### src/hdl/analogizer_pkg.sv
/*
 * Analogizer shared definitions
 * Channel widths, video mode codes, the settings word layout and
 * helpers that convert between the bridge byte order and the record
 */
package analogizer_pkg;

	localparam int PIX_IN_W = 8; // Core colour channel
	localparam int PIX_W    = 6; // Adapter DAC channel

	localparam int ENC_LATENCY = 2; // YPbPr encoder pipeline depth

	localparam logic [7:0] DEFAULT_CONFIG_ADDR = 8'hF7; // Bridge address byte

	// Video output types, anything above YPbPr disables the colour
	typedef enum logic [3:0] {
		MODE_RGBS  = 4'd0,
		MODE_RGSB  = 4'd1, // Sync on green through the SOG switch
		MODE_YPBPR = 4'd2
	} video_mode_e;

	// Settings word, bit 15 first
	typedef struct packed {
		logic       osd;
		logic       blank_screen;
		logic [3:0] video_type;
		logic [3:0] cont_assign;
		logic       spare;      // Adapter enable in older cores, ignored
		logic [4:0] cont_type;  // 16 and above select conf. B
	} settings_t;

	// Bridge data arrives big endian, byte 2 is the upper half of the word
	function automatic settings_t cfg_from_wr(input logic [31:0] wr_data);
		return settings_t'({wr_data[23:16], wr_data[31:24]});
	endfunction

	// Readback swaps the bytes back into bridge order
	function automatic logic [31:0] cfg_to_rd(input settings_t cfg);
		logic [15:0] raw;
		raw = cfg;
		return {raw[7:0], raw[15:8], 16'h0000};
	endfunction

endpackage
### src/hdl/video_if.sv
/*
 * Formatted video sample
 * One 6-bit RGB sample with its sync and blank lines, new every clock
 */
`timescale 1ns/10ps

interface video_if import analogizer_pkg::*; ();

	logic [PIX_W-1:0] r;       // Also Pr in YPbPr mode
	logic [PIX_W-1:0] g;       // Also Y
	logic [PIX_W-1:0] b;       // Also Pb
	logic             hsync;   // DAC hsync pin
	logic             vsync;   // DAC sync pin, carries csync in SOG modes
	logic             blank_n;

	// Formatter side
	modport src (output r, g, b, hsync, vsync, blank_n);

	// Pin mapper side
	modport dst (input r, g, b, hsync, vsync, blank_n);

endinterface

### src/hdl/analogizer_top.sv
/*
 * Analogizer video adapter top
 * Bridge settings register, analog video formatter and the
 * cartridge pin mapper, all on one clock
 */
`timescale 1ns/10ps

module analogizer_top import analogizer_pkg::*; #(
	parameter logic [7:0] CONFIG_ADDR = DEFAULT_CONFIG_ADDR
) (
	input  logic                i_clk,
	input  logic                i_rst_n,
	// Bridge
	input  logic [31:0]         i_bridge_addr,
	input  logic                i_bridge_wr,
	input  logic [31:0]         i_bridge_wr_data,
	input  logic                i_bridge_rd,
	output logic [31:0]         o_bridge_rd_data,
	// Core video
	input  logic [PIX_IN_W-1:0] i_r,
	input  logic [PIX_IN_W-1:0] i_g,
	input  logic [PIX_IN_W-1:0] i_b,
	input  logic                i_hsync,
	input  logic                i_csync,
	input  logic                i_blank_n,
	input  logic                i_ena,
	// Decoded settings
	output logic [4:0]          o_cont_type,
	output logic [3:0]          o_cont_assign,
	output logic [3:0]          o_video_type,
	output logic                o_blank_screen,
	output logic                o_osd,
	// Cartridge port
	output logic [7:0]          o_bank1,
	output logic [7:0]          o_bank2,
	output logic [7:0]          o_bank3,
	output logic                o_bank1_dir,
	output logic                o_bank2_dir,
	output logic                o_bank3_dir,
	output logic                o_pin30_pwroff_reset
);

	settings_t settings;

	video_if u_vid ();

	analogizer_settings #(
		.CONFIG_ADDR (CONFIG_ADDR)
	) u_analogizer_settings (
		.i_clk            (i_clk),
		.i_rst_n          (i_rst_n),
		.i_bridge_addr    (i_bridge_addr),
		.i_bridge_wr      (i_bridge_wr),
		.i_bridge_wr_data (i_bridge_wr_data),
		.i_bridge_rd      (i_bridge_rd),
		.o_bridge_rd_data (o_bridge_rd_data),
		.o_settings       (settings)
	);

	assign o_cont_type    = settings.cont_type;
	assign o_cont_assign  = settings.cont_assign;
	assign o_video_type   = settings.video_type;
	assign o_blank_screen = settings.blank_screen;
	assign o_osd          = settings.osd;

	video_mode_mux u_video_mode_mux (
		.i_clk     (i_clk),
		.i_rst_n   (i_rst_n),
		.i_mode    (video_mode_e'(settings.video_type)), // Codes above 2 blank
		.i_r       (i_r),
		.i_g       (i_g),
		.i_b       (i_b),
		.i_hsync   (i_hsync),
		.i_csync   (i_csync),
		.i_blank_n (i_blank_n),
		.o_vid     (u_vid.src)
	);

	cart_port_map u_cart_port_map (
		.i_rst_n              (i_rst_n),
		.i_ena                (i_ena),
		.i_vid                (u_vid.dst),
		.o_bank1              (o_bank1),
		.o_bank2              (o_bank2),
		.o_bank3              (o_bank3),
		.o_bank1_dir          (o_bank1_dir),
		.o_bank2_dir          (o_bank2_dir),
		.o_bank3_dir          (o_bank3_dir),
		.o_pin30_pwroff_reset (o_pin30_pwroff_reset)
	);

endmodule

### src/hdl/cart_port_map.sv
/*
 * Cartridge port mapper
 * Places the formatted sample on the three video bank bytes in the
 * adapter's pin order and parks the port while disabled or in reset
 */
`timescale 1ns/10ps

module cart_port_map import analogizer_pkg::*; (
	input  logic       i_rst_n,
	input  logic       i_ena,
	video_if.dst       i_vid,
	output logic [7:0] o_bank1,
	output logic [7:0] o_bank2,
	output logic [7:0] o_bank3,
	output logic       o_bank1_dir,
	output logic       o_bank2_dir,
	output logic       o_bank3_dir,
	output logic       o_pin30_pwroff_reset
);

	logic       drive;   // Port owned by the adapter
	logic [7:0] bank1_w;
	logic [7:0] bank2_w;
	logic [7:0] bank3_w;

	assign drive = i_rst_n & i_ena;

	// Pins 7..14, R5 lands on bank3[7]
	assign bank3_w = {i_vid.r, i_vid.hsync, i_vid.vsync};

	// B0 and /BLANK sit between the green pins and bank1
	assign bank2_w = {i_vid.b[0], i_vid.blank_n, i_vid.g};

	// Upper bits belong to the SNAC side and the video clock, held low
	assign bank1_w = {3'b000, i_vid.b[PIX_W-1:1]};

	// Idle state is input direction with the byte at zero
	always_comb begin
		if (drive) begin
			o_bank1 = bank1_w;
			o_bank2 = bank2_w;
			o_bank3 = bank3_w;
		end else begin
			o_bank1 = 8'h00;
			o_bank2 = 8'h00;
			o_bank3 = 8'h00;
		end
	end

	assign o_bank1_dir          = drive;
	assign o_bank2_dir          = drive;
	assign o_bank3_dir          = drive;
	assign o_pin30_pwroff_reset = drive; // High for GPIO use

endmodule

### src/hdl/video_mode_mux.sv
/*
 * Analog video formatter
 * Cuts core colour to DAC width, masks it during blanking, and
 * builds the RGBS, RGsB or YPbPr sample with the matching sync lines
 * Fixed latency of three clocks in every mode
 */
`timescale 1ns/10ps

module video_mode_mux import analogizer_pkg::*; (
	input  logic                i_clk,
	input  logic                i_rst_n,
	input  video_mode_e         i_mode,
	input  logic [PIX_IN_W-1:0] i_r,
	input  logic [PIX_IN_W-1:0] i_g,
	input  logic [PIX_IN_W-1:0] i_b,
	input  logic                i_hsync,
	input  logic                i_csync,
	input  logic                i_blank_n,
	video_if.src                o_vid
);

	// Side path that waits for the encoder
	typedef struct packed {
		logic [PIX_W-1:0] r;
		logic [PIX_W-1:0] g;
		logic [PIX_W-1:0] b;
		logic             hsync;
		logic             csync;
		logic             blank_n;
	} dly_t;

	dly_t             dly_in;
	dly_t             dly_q [ENC_LATENCY];
	dly_t             dly_out;
	logic [PIX_W-1:0] enc_y;
	logic [PIX_W-1:0] enc_pb;
	logic [PIX_W-1:0] enc_pr;
	logic             enc_csync;

	// Top bits of each channel, zeroed while blanking
	assign dly_in.r       = i_r[PIX_IN_W-1 -: PIX_W] & {PIX_W{i_blank_n}};
	assign dly_in.g       = i_g[PIX_IN_W-1 -: PIX_W] & {PIX_W{i_blank_n}};
	assign dly_in.b       = i_b[PIX_IN_W-1 -: PIX_W] & {PIX_W{i_blank_n}};
	assign dly_in.hsync   = i_hsync;
	assign dly_in.csync   = i_csync;
	assign dly_in.blank_n = i_blank_n;

	ypbpr_encoder u_ypbpr_encoder (
		.i_clk   (i_clk),
		.i_rst_n (i_rst_n),
		.i_r     (dly_in.r), // Masked colour
		.i_g     (dly_in.g),
		.i_b     (dly_in.b),
		.i_csync (i_csync),
		.o_y     (enc_y),
		.o_pb    (enc_pb),
		.o_pr    (enc_pr),
		.o_csync (enc_csync)
	);

	always_ff @(posedge i_clk) begin
		if (!i_rst_n) begin
			for (int i = 0; i < ENC_LATENCY; i++) begin
				dly_q[i] <= '0;
			end
		end else begin
			dly_q[0] <= dly_in;
			for (int i = 1; i < ENC_LATENCY; i++) begin
				dly_q[i] <= dly_q[i-1];
			end
		end
	end

	assign dly_out = dly_q[ENC_LATENCY-1];

	// Output register, mode is sampled here
	always_ff @(posedge i_clk) begin
		if (!i_rst_n) begin
			o_vid.r       <= '0;
			o_vid.g       <= '0;
			o_vid.b       <= '0;
			o_vid.hsync   <= 1'b0;
			o_vid.vsync   <= 1'b0;
			o_vid.blank_n <= 1'b0;
		end else begin
			case (i_mode)
				MODE_RGBS: begin
					o_vid.r       <= dly_out.r;
					o_vid.g       <= dly_out.g;
					o_vid.b       <= dly_out.b;
					o_vid.hsync   <= dly_out.csync; // Composite on the hsync pin
					o_vid.vsync   <= 1'b1;
					o_vid.blank_n <= dly_out.blank_n;
				end
				MODE_RGSB: begin
					o_vid.r       <= dly_out.r;
					o_vid.g       <= dly_out.g;
					o_vid.b       <= dly_out.b;
					o_vid.hsync   <= 1'b1;
					o_vid.vsync   <= dly_out.csync; // To DAC sync, SOG switch on
					o_vid.blank_n <= dly_out.blank_n;
				end
				MODE_YPBPR: begin
					o_vid.r       <= enc_pr;
					o_vid.g       <= enc_y;
					o_vid.b       <= enc_pb;
					o_vid.hsync   <= 1'b1;
					o_vid.vsync   <= enc_csync;
					o_vid.blank_n <= 1'b1; // DAC blank would cut the sync tip
				end
				default: begin
					// Output disabled, keep hsync for the monitor
					o_vid.r       <= '0;
					o_vid.g       <= '0;
					o_vid.b       <= '0;
					o_vid.hsync   <= dly_out.hsync;
					o_vid.vsync   <= 1'b1;
					o_vid.blank_n <= dly_out.blank_n;
				end
			endcase
		end
	end

endmodule

### src/hdl/ypbpr_encoder.sv
/*
 * RGB to YPbPr encoder
 * Two-stage colour matrix on 6-bit channels
 * Y = (19R + 38G + 7B) / 64, Pb and Pr are half the colour
 * differences around mid scale, csync rides along the pipeline
 */
`timescale 1ns/10ps

module ypbpr_encoder import analogizer_pkg::*; (
	input  logic             i_clk,
	input  logic             i_rst_n,
	input  logic [PIX_W-1:0] i_r,
	input  logic [PIX_W-1:0] i_g,
	input  logic [PIX_W-1:0] i_b,
	input  logic             i_csync,
	output logic [PIX_W-1:0] o_y,
	output logic [PIX_W-1:0] o_pb,
	output logic [PIX_W-1:0] o_pr,
	output logic             o_csync
);

	localparam int SUM_W = PIX_W + 6; // Weights add up to 64

	logic [SUM_W-1:0] y_sum_w;
	logic [SUM_W-1:0] y_sum_q;
	logic [PIX_W-1:0] r_q;
	logic [PIX_W-1:0] b_q;
	logic             cs_q;
	logic [PIX_W-1:0] y_w;
	logic signed [PIX_W:0] db_w; // B - Y, -63..63
	logic signed [PIX_W:0] dr_w; // R - Y
	logic signed [PIX_W:0] pb_w;
	logic signed [PIX_W:0] pr_w;

	// Weighted luma sum, max 63 * 64 fits in SUM_W
	assign y_sum_w = SUM_W'(19) * {6'd0, i_r}
	               + SUM_W'(38) * {6'd0, i_g}
	               + SUM_W'(7)  * {6'd0, i_b};

	// Stage one
	always_ff @(posedge i_clk) begin
		if (!i_rst_n) begin
			y_sum_q <= '0;
			r_q     <= '0;
			b_q     <= '0;
			cs_q    <= 1'b0;
		end else begin
			y_sum_q <= y_sum_w;
			r_q     <= i_r;     // G is only needed for luma
			b_q     <= i_b;
			cs_q    <= i_csync;
		end
	end

	// Divide by 64 is a plain shift, floor
	assign y_w = y_sum_q[SUM_W-1 -: PIX_W];

	// Arithmetic shift rounds toward minus infinity, as floor division does
	assign db_w = $signed({1'b0, b_q}) - $signed({1'b0, y_w});
	assign dr_w = $signed({1'b0, r_q}) - $signed({1'b0, y_w});
	assign pb_w = (PIX_W+1)'(32) + (db_w >>> 1); // Stays within 0..63
	assign pr_w = (PIX_W+1)'(32) + (dr_w >>> 1);

	// Stage two
	always_ff @(posedge i_clk) begin
		if (!i_rst_n) begin
			o_y     <= '0;
			o_pb    <= '0;
			o_pr    <= '0;
			o_csync <= 1'b0;
		end else begin
			o_y     <= y_w;
			o_pb    <= pb_w[PIX_W-1:0];
			o_pr    <= pr_w[PIX_W-1:0];
			o_csync <= cs_q;
		end
	end

endmodule

### src/hdl/analogizer_settings.sv
/*
 * Analogizer settings register
 * Captures the settings word from a bridge write to one address,
 * returns it on a bridge read and presents the decoded record
 */
`timescale 1ns/10ps

module analogizer_settings import analogizer_pkg::*; #(
	parameter logic [7:0] CONFIG_ADDR = DEFAULT_CONFIG_ADDR
) (
	input  logic        i_clk,
	input  logic        i_rst_n,
	input  logic [31:0] i_bridge_addr,
	input  logic        i_bridge_wr,
	input  logic [31:0] i_bridge_wr_data,
	input  logic        i_bridge_rd,
	output logic [31:0] o_bridge_rd_data,
	output settings_t   o_settings
);

	settings_t cfg_q;   // Stored word
	logic      addr_hit;
	logic      wr_hit;
	logic      rd_hit;

	// Only the top byte selects, the rest must be zero
	assign addr_hit = (i_bridge_addr == {CONFIG_ADDR, 24'h000000});
	assign wr_hit   = i_bridge_wr & addr_hit;
	assign rd_hit   = i_bridge_rd & addr_hit;

	// Settings word, written in swapped byte order
	always_ff @(posedge i_clk) begin
		if (!i_rst_n) begin
			cfg_q <= '0;
		end else if (wr_hit) begin
			cfg_q <= cfg_from_wr(i_bridge_wr_data);
		end
	end

	// Read data lands one cycle after the strobe
	always_ff @(posedge i_clk) begin
		if (!i_rst_n) begin
			o_bridge_rd_data <= '0;
		end else if (i_bridge_rd) begin
			if (rd_hit) begin
				o_bridge_rd_data <= cfg_to_rd(cfg_q);
			end else begin
				o_bridge_rd_data <= '0; // Unmapped address
			end
		end
	end

	// Decoded fields, one more stage so they settle two cycles after a write
	always_ff @(posedge i_clk) begin
		if (!i_rst_n) begin
			o_settings <= '0; // Video type reads RGBS
		end else begin
			o_settings.cont_type    <= cfg_q.cont_type;
			o_settings.spare        <= cfg_q.spare;
			o_settings.cont_assign  <= cfg_q.cont_assign;
			o_settings.video_type   <= cfg_q.video_type;
			o_settings.blank_screen <= cfg_q.blank_screen;
			o_settings.osd          <= cfg_q.osd;
		end
	end

endmodule

### config.mk
export PLATFORM = sky130hd
export DESIGN_NAME = analogizer_top
export DESIGN_NICKNAME = d
export VERILOG_FILES = /design/src/hdl/analogizer_pkg.sv /design/src/hdl/video_if.sv /design/src/hdl/analogizer_top.sv /design/src/hdl/cart_port_map.sv /design/src/hdl/video_mode_mux.sv /design/src/hdl/ypbpr_encoder.sv /design/src/hdl/analogizer_settings.sv
export SDC_FILE = /design/constraint.sdc
export NUM_CORES = 1
export LEC_CHECK = 0
export ABC_AREA = 1
export BUFFER_PORTS_ARGS = -buffer_cell sky130_fd_sc_hd__buf_2
export CAP_MARGIN = 10
export CORE_ASPECT_RATIO = 1.25
export CORE_UTILIZATION = 49
export DETAILED_ROUTE_END_ITERATION = 10
export GPL_ROUTABILITY_DRIVEN = 0
export MAX_ROUTING_LAYER = met4
export PLACE_DENSITY = 0.75
export SYNTH_ARGS = -nofsm -noshare
export SYNTH_HDL_FRONTEND = slang
export SYNTH_SLANG_ARGS = --single-unit
### constraint.sdc
create_clock -name i_clk -period 4.6 [get_ports i_clk]
set_input_delay 0.23 -clock i_clk [delete_from_list [all_inputs] [get_ports i_clk]]
set_output_delay 0.23 -clock i_clk [all_outputs]
set_load 0.05 [all_outputs]
-- After elaboration in Yosys (flattened, before gate mapping)
Memories as Yosys holds them, arrays and structs flattened.
Index checks and enable logic that the tools add are counted.
Widths: inputs -> output; s select.
- bits of input ports: 96
- memories kept: 1
- RAM bits: 42
- logic and storage cells: 64
- flip-flop bits (word level): 128
- memory list (memory ; words ; bits a word ; read ports ; clocked after memory_dff ; write ports ; RTL line ; RTL):
    u_video_mode_mux.dly_q ; 2 ; 21 ; 2 ; 0 ; 2 ; video_mode_mux.sv:33 ; dly_t dly_q [ENC_LATENCY];
- bitwise logic cells: 8
- reduce and logical (&&, ||, !) cells: 3
- add/sub/neg operators: 6
- equal/unequal tests: 3
- multiplexer cells: 14
- multipliers: 3
- operator list (cell ; number):
    $mux 21 ; 2
    $pmux 6 s2 ; 3
    $eq 32x32->1 const B ; 1
    $mux 32 ; 1
    $mul 5x6->11 const A ; 2
    $and 6x6->6 ; 3
    $mux 8 ; 2
    $sub 6x6->7 ; 2
    $add 11x12->12 ; 1
    $add 12x9->12 ; 1
    $add 6x6->6 const A ; 2
    $mul 3x6->9 const A ; 1
    $mux 5 ; 1
    $eq 4x1->1 const B ; 1
    $eq 4x2->1 const B ; 1
    $logic_not 4->1 ; 1
    $pmux 1 s2 ; 2
    $reduce_or 2->1 ; 2
    $and 1x1->1 ; 3
    $mux 1 ; 3
    $or 1x1->1 ; 2

-- Logic depth before layout (Yosys ltp)
- word-level depth: 4
- depth in mapped cells: 25
- mapped depth without buffers: 24

-- Modules after synthesis
From an unflattened synthesis, not the netlist that was laid out.
- cells, all modules: 986
- area, all modules: 7686.1 um^2
- modules (own cells, without submodules) (module ; instances ; cells each ; seq. area each (um^2) ; area an instance (um^2)):
    ypbpr_encoder ; 1 ; 385 ; 760.7 ; 3171.8
    video_mode_mux ; 1 ; 256 ; 1261.2 ; 2132.0
    analogizer_settings ; 1 ; 292 ; 960.9 ; 2085.8
    cart_port_map ; 1 ; 53 ; 0.0 ; 296.5

-- Least setup slack after synthesis
No wires, ideal clock.
- kind: input port to flip-flop
- start: in i_blank_n
- end: reg u_video_mode_mux.u_ypbpr_encoder.y_sum_q[7]
- path slack: 167 ps
- setup time: 128 ps
- stages on the path: 23
- path buffers: 1
- data arrival time: 4305 ps
- required time: 4472 ps
- path through: buf_4 nand2_1 nand2_1 o21ai_0 inv_1 fa_1 ha_1 xnor2_1 inv_1 ha_1 ha_1 fa_1 inv_1 fa_1 inv_1 ha_1 a21oi_1 nand2_1 inv_1 nand2_1 xor2_1 inv_1 nor2_1
- longest elaborated chain between the ends: 4
- RTL lines (item ; RTL line ; RTL):
    start: declaration ; analogizer_top.sv:25 ; input logic i_blank_n,
    $and 6x6->6, on equally long branches ; video_mode_mux.sv:41, video_mode_mux.sv:42 ;
    $mul 5x6->11, on equally long branches ; ypbpr_encoder.sv:36, ypbpr_encoder.sv:37 ;
    $add 11x12->12 ; ypbpr_encoder.sv:37 ; + SUM_W'(38) * {6'd0, i_g}
    $add 12x9->12 (*) ; ypbpr_encoder.sv:38 ; + SUM_W'(7) * {6'd0, i_b};
    end signal: assignment ; ypbpr_encoder.sv:48 ; y_sum_q <= y_sum_w;
    end: declaration ; ypbpr_encoder.sv:25 ; logic [SUM_W-1:0] y_sum_q;
Mark *: on every way between the ends. The rest lies on a longest branch, timed or not.
A chain may end at the register's enable or synchronous reset.

-- Worst setup path in the final report
- start: in i_blank_n
- end: reg u_video_mode_mux.u_ypbpr_encoder.y_sum_q[11]
The elaborated chain is that of the path after synthesis.

==> flow_summary.ini <==
[outcome]
outcome = finished, final reports clean

[clock_tree]
numClockSinks = 134
clockRootBuffer = clkbuf_16
cts_tree = yes
clkLatencyLatePin_ns = 0.41
htree_levels = 4
clkTransAtPathRegs_ns = 0.05
cts_buffers = 17
cts.path.max_buffers = 2

[placed_design]
io_buffers = 129
pre_cts_ws_ns = -0.0726
dp_hpwl_um = 10500
dp_cells = 1167

[yosys]
synth_edf_count = 0
yosysWarnings = 0
synth_top_area_cell = dfxtp_1
synth-main-ff-cell = dfxtp_1
yosysSeqAreaShare_pct = 38.9
ys_types = 30
synth_seq_cells = 134
syn_area_per_cell_um2 = 7.77
synthCells = 887
synth.area.top_cells = dfxtp_1 (39%), inv_1 (10%), ha_1 (8.5%)
async_reset_ff_share_pct = 0
netlist_area_mm2 = 0.00690
synth_top_area_share_pct = 38.9

[floorplan]
die_w_um = 108
fp.coreArea_mm2 = 0.0138
rows = 48
die_area_mm2 = 0.0146
initial_core_util_pct = 50.1
io_pins = 171
die_h_um = 135

[layout]
fin_nets = 1184
instances_no_fill = 1201
area_growth_pct = 20.2
drive_gt1_share_pct = 18.8
layout_common_cells = inv_1 (187), nand2_1 (146), dfxtp_1 (134), buf_2 (129), nor2_1 (94)
antennaDiodeCount = 0
multiInputGateArea_mm2 = 0.00325
mostFrequentLayoutCell = inv_1
final.fill_count = 1204
seqCellArea_mm2 = 0.00268

[route]
wl_per_cell_um = 11.7
wirelength_um = 14100
via_per_inst = 4.73
ant_nets = 0
drt_iter0_drc = 319
drc = 0
dr_total_vias = 5678
first_pass_iters = 7

[critical_path]
cp.arrival_ns = 4.56
worstPathRequired_ns = 4.94
crit_type = in -> reg
worstPathMaxFanout = 8
cp-end-kind = register
cp-start-kind = primary input

[power]
ir_drop_v = 0.000319
p_leak_nw = 4.40
pwr_density_cell_mw_per_mm2 = 458

[sta]
slew_headroom_pct = 49.2
finalSetupViolations = 0
hold_viol = 0
fin_ws_ns = 0.383
rsz0062_at_grt = false
finClkSkew_ns = 0.0104
worstMarginPinSlew_ns = 0.760
fmax_ghz = 0.237
fin_crit_ns = 4.22
drv_slew = 0
finalCritPeriodShare_pct = 91.7

[global_routing]
antenna_found_initial = 0
gr-total-overflow = 0
grt_pass1_wl_um = 23400
grt_max_degree = 61
grt_pass1_vias = 5384
track_usage_pct = 21.1

[flow_run]
drv_cap = 0

[hold_path]
hold_class = in -> reg
[flip-flops by register name, summed over array words and instances, names as in the netlist]
register,flops
u_video_mode_mux.u_ypbpr_encoder.o_pb,6
u_video_mode_mux.o_vid.blank_n,1
u_video_mode_mux.o_vid.r,6
u_video_mode_mux.u_ypbpr_encoder.o_pr,6
u_video_mode_mux.o_vid.vsync,1
u_video_mode_mux.o_vid.g,6
u_video_mode_mux.o_vid.hsync,1
u_analogizer_settings.cfg_q,16
u_analogizer_settings.o_settings,15
u_video_mode_mux.u_ypbpr_encoder.r_q,5
u_video_mode_mux.dly_q,32
u_analogizer_settings.o_bridge_rd_data,16
u_video_mode_mux.u_ypbpr_encoder.y_sum_q,6
u_video_mode_mux.o_vid.b,6
u_video_mode_mux.u_ypbpr_encoder.b_q,5
u_video_mode_mux.u_ypbpr_encoder.o_y,6
[cell families (layout without fill, tap and decap cells)]
group	after synthesis	count (layout)	share of synthesized area (%)
flops	134	134	38.9
other cells	1	19	0.0544
compound gates	102	102	8.76
fa+ha+maj	75	75	16.7
simple gates	326	326	19.9
buf+inv	243	364	15.0
xor+xnor	6	6	0.762
[per-stage QoR]
| stage | hold WS, ns | util, % | setup TNS, ns | power [mW] | instance area [um2] |
|---|---|---|---|---|---|
| floorplan | 0.328 | - | 0 | 2.09 | 6960 |
| global placement | 0.395 | 55.3 | 0 | 2.31 | 7600 |
| detailed placement | 0.399 | 55.3 | -0.173 | 2.34 | 7600 |
| CTS | 0.0619 | 60.3 | 0 | 3.82 | 8290 |
| global route | 0.0760 | 60.3 | 0 | 4.07 | 8290 |
| finish | 0.0651 | 60.3 | 0 | 3.80 | 8290 |
[synth_stat cells (2+ instances only)]
cell / count
nand2_1: 147
nand3_1: 54
inv_1: 187
o21ai_0: 15
buf_4: 24
o22ai_2: 10
nand4_1: 21
xnor2_1: 2
dfxtp_1: 134
ha_1: 47
xor2_1: 4
nor2_1: 95
nor3_1: 3
buf_2: 5
or2_2: 2
buf_6: 3
buf_1: 6
o21a_1: 2
nand2_2: 2
o22ai_1: 6
a21oi_1: 66
clkbuf_1: 17
fa_1: 28
[layer usage]
metal  vias to the layer above  wire [um]  global-route usage, %
li1                       2940          -                      -
met1                      2572       6000                   23.3
met2                       144       7120                   36.3
met3                        22        552                   4.25
met4                         0        387                   9.51
met5                         -          0                      -
[report_power, final]
group / internal (mW) / switching [mW] / total [mW]
Sequential: 1.25 / 0.0385 / 1.29
Clock: 0.982 / 0.495 / 1.48
Combinational: 0.405 / 0.625 / 1.03
[timing repair]
item / in CTS / in global routing
hold endpoints to repair: 2 / 0
hold buffers: 2 / 0
gates resized for setup: 0 / 3
setup endpoints to repair: 0 / 1
setup buffers: 0 / 0
[final timing paths]
check | slack [ns] | cells after the start | endpoint | start
max | 0.38 | 24 | u_video_mode_mux.u_ypbpr_encoder.y_sum_q[11] | i_blank_n
min reg2reg | 0.41 | 2 | u_video_mode_mux.dly_q[0][33] | u_video_mode_mux.dly_q[0][12]
max reg2reg | 2.75 | 4 | u_video_mode_mux.o_vid.hsync | u_analogizer_settings.o_settings[11]
min | 0.07 | 3 | u_video_mode_mux.u_ypbpr_encoder.b_q[1] | i_b[3]
[critical path, cell delays in order]
cell and delay (ns):
buf_2 0.17, nand2_1 0.12, o21ai_1 0.16, inv_1 0.06, ha_1 0.27, ha_1 0.35
a21oi_1 0.14, nand2_1 0.12, xnor2_1 0.18, inv_1 0.06, ha_1 0.27, ha_1 0.32
fa_1 0.48, inv_1 0.05, fa_1 0.52, inv_1 0.04, ha_1 0.32, a21oi_1 0.19
nand2_1 0.10, nand2_1 0.06, nand3_1 0.09, nand3_1 0.10, nand2_1 0.05, nor2_1 0.09
[layout make-up]
type | count | area share (%)
multi-input cells | 528 | 39.2
flip-flops and latches | 134 | 32.4
repair buffers | 145 | 9.30
inverters | 187 | 8.47
clock buffers | 18 | 5.30
clock inverters | 14 | 2.69
well taps | 175 | 2.64
Power figures use the tool's default switching activity.
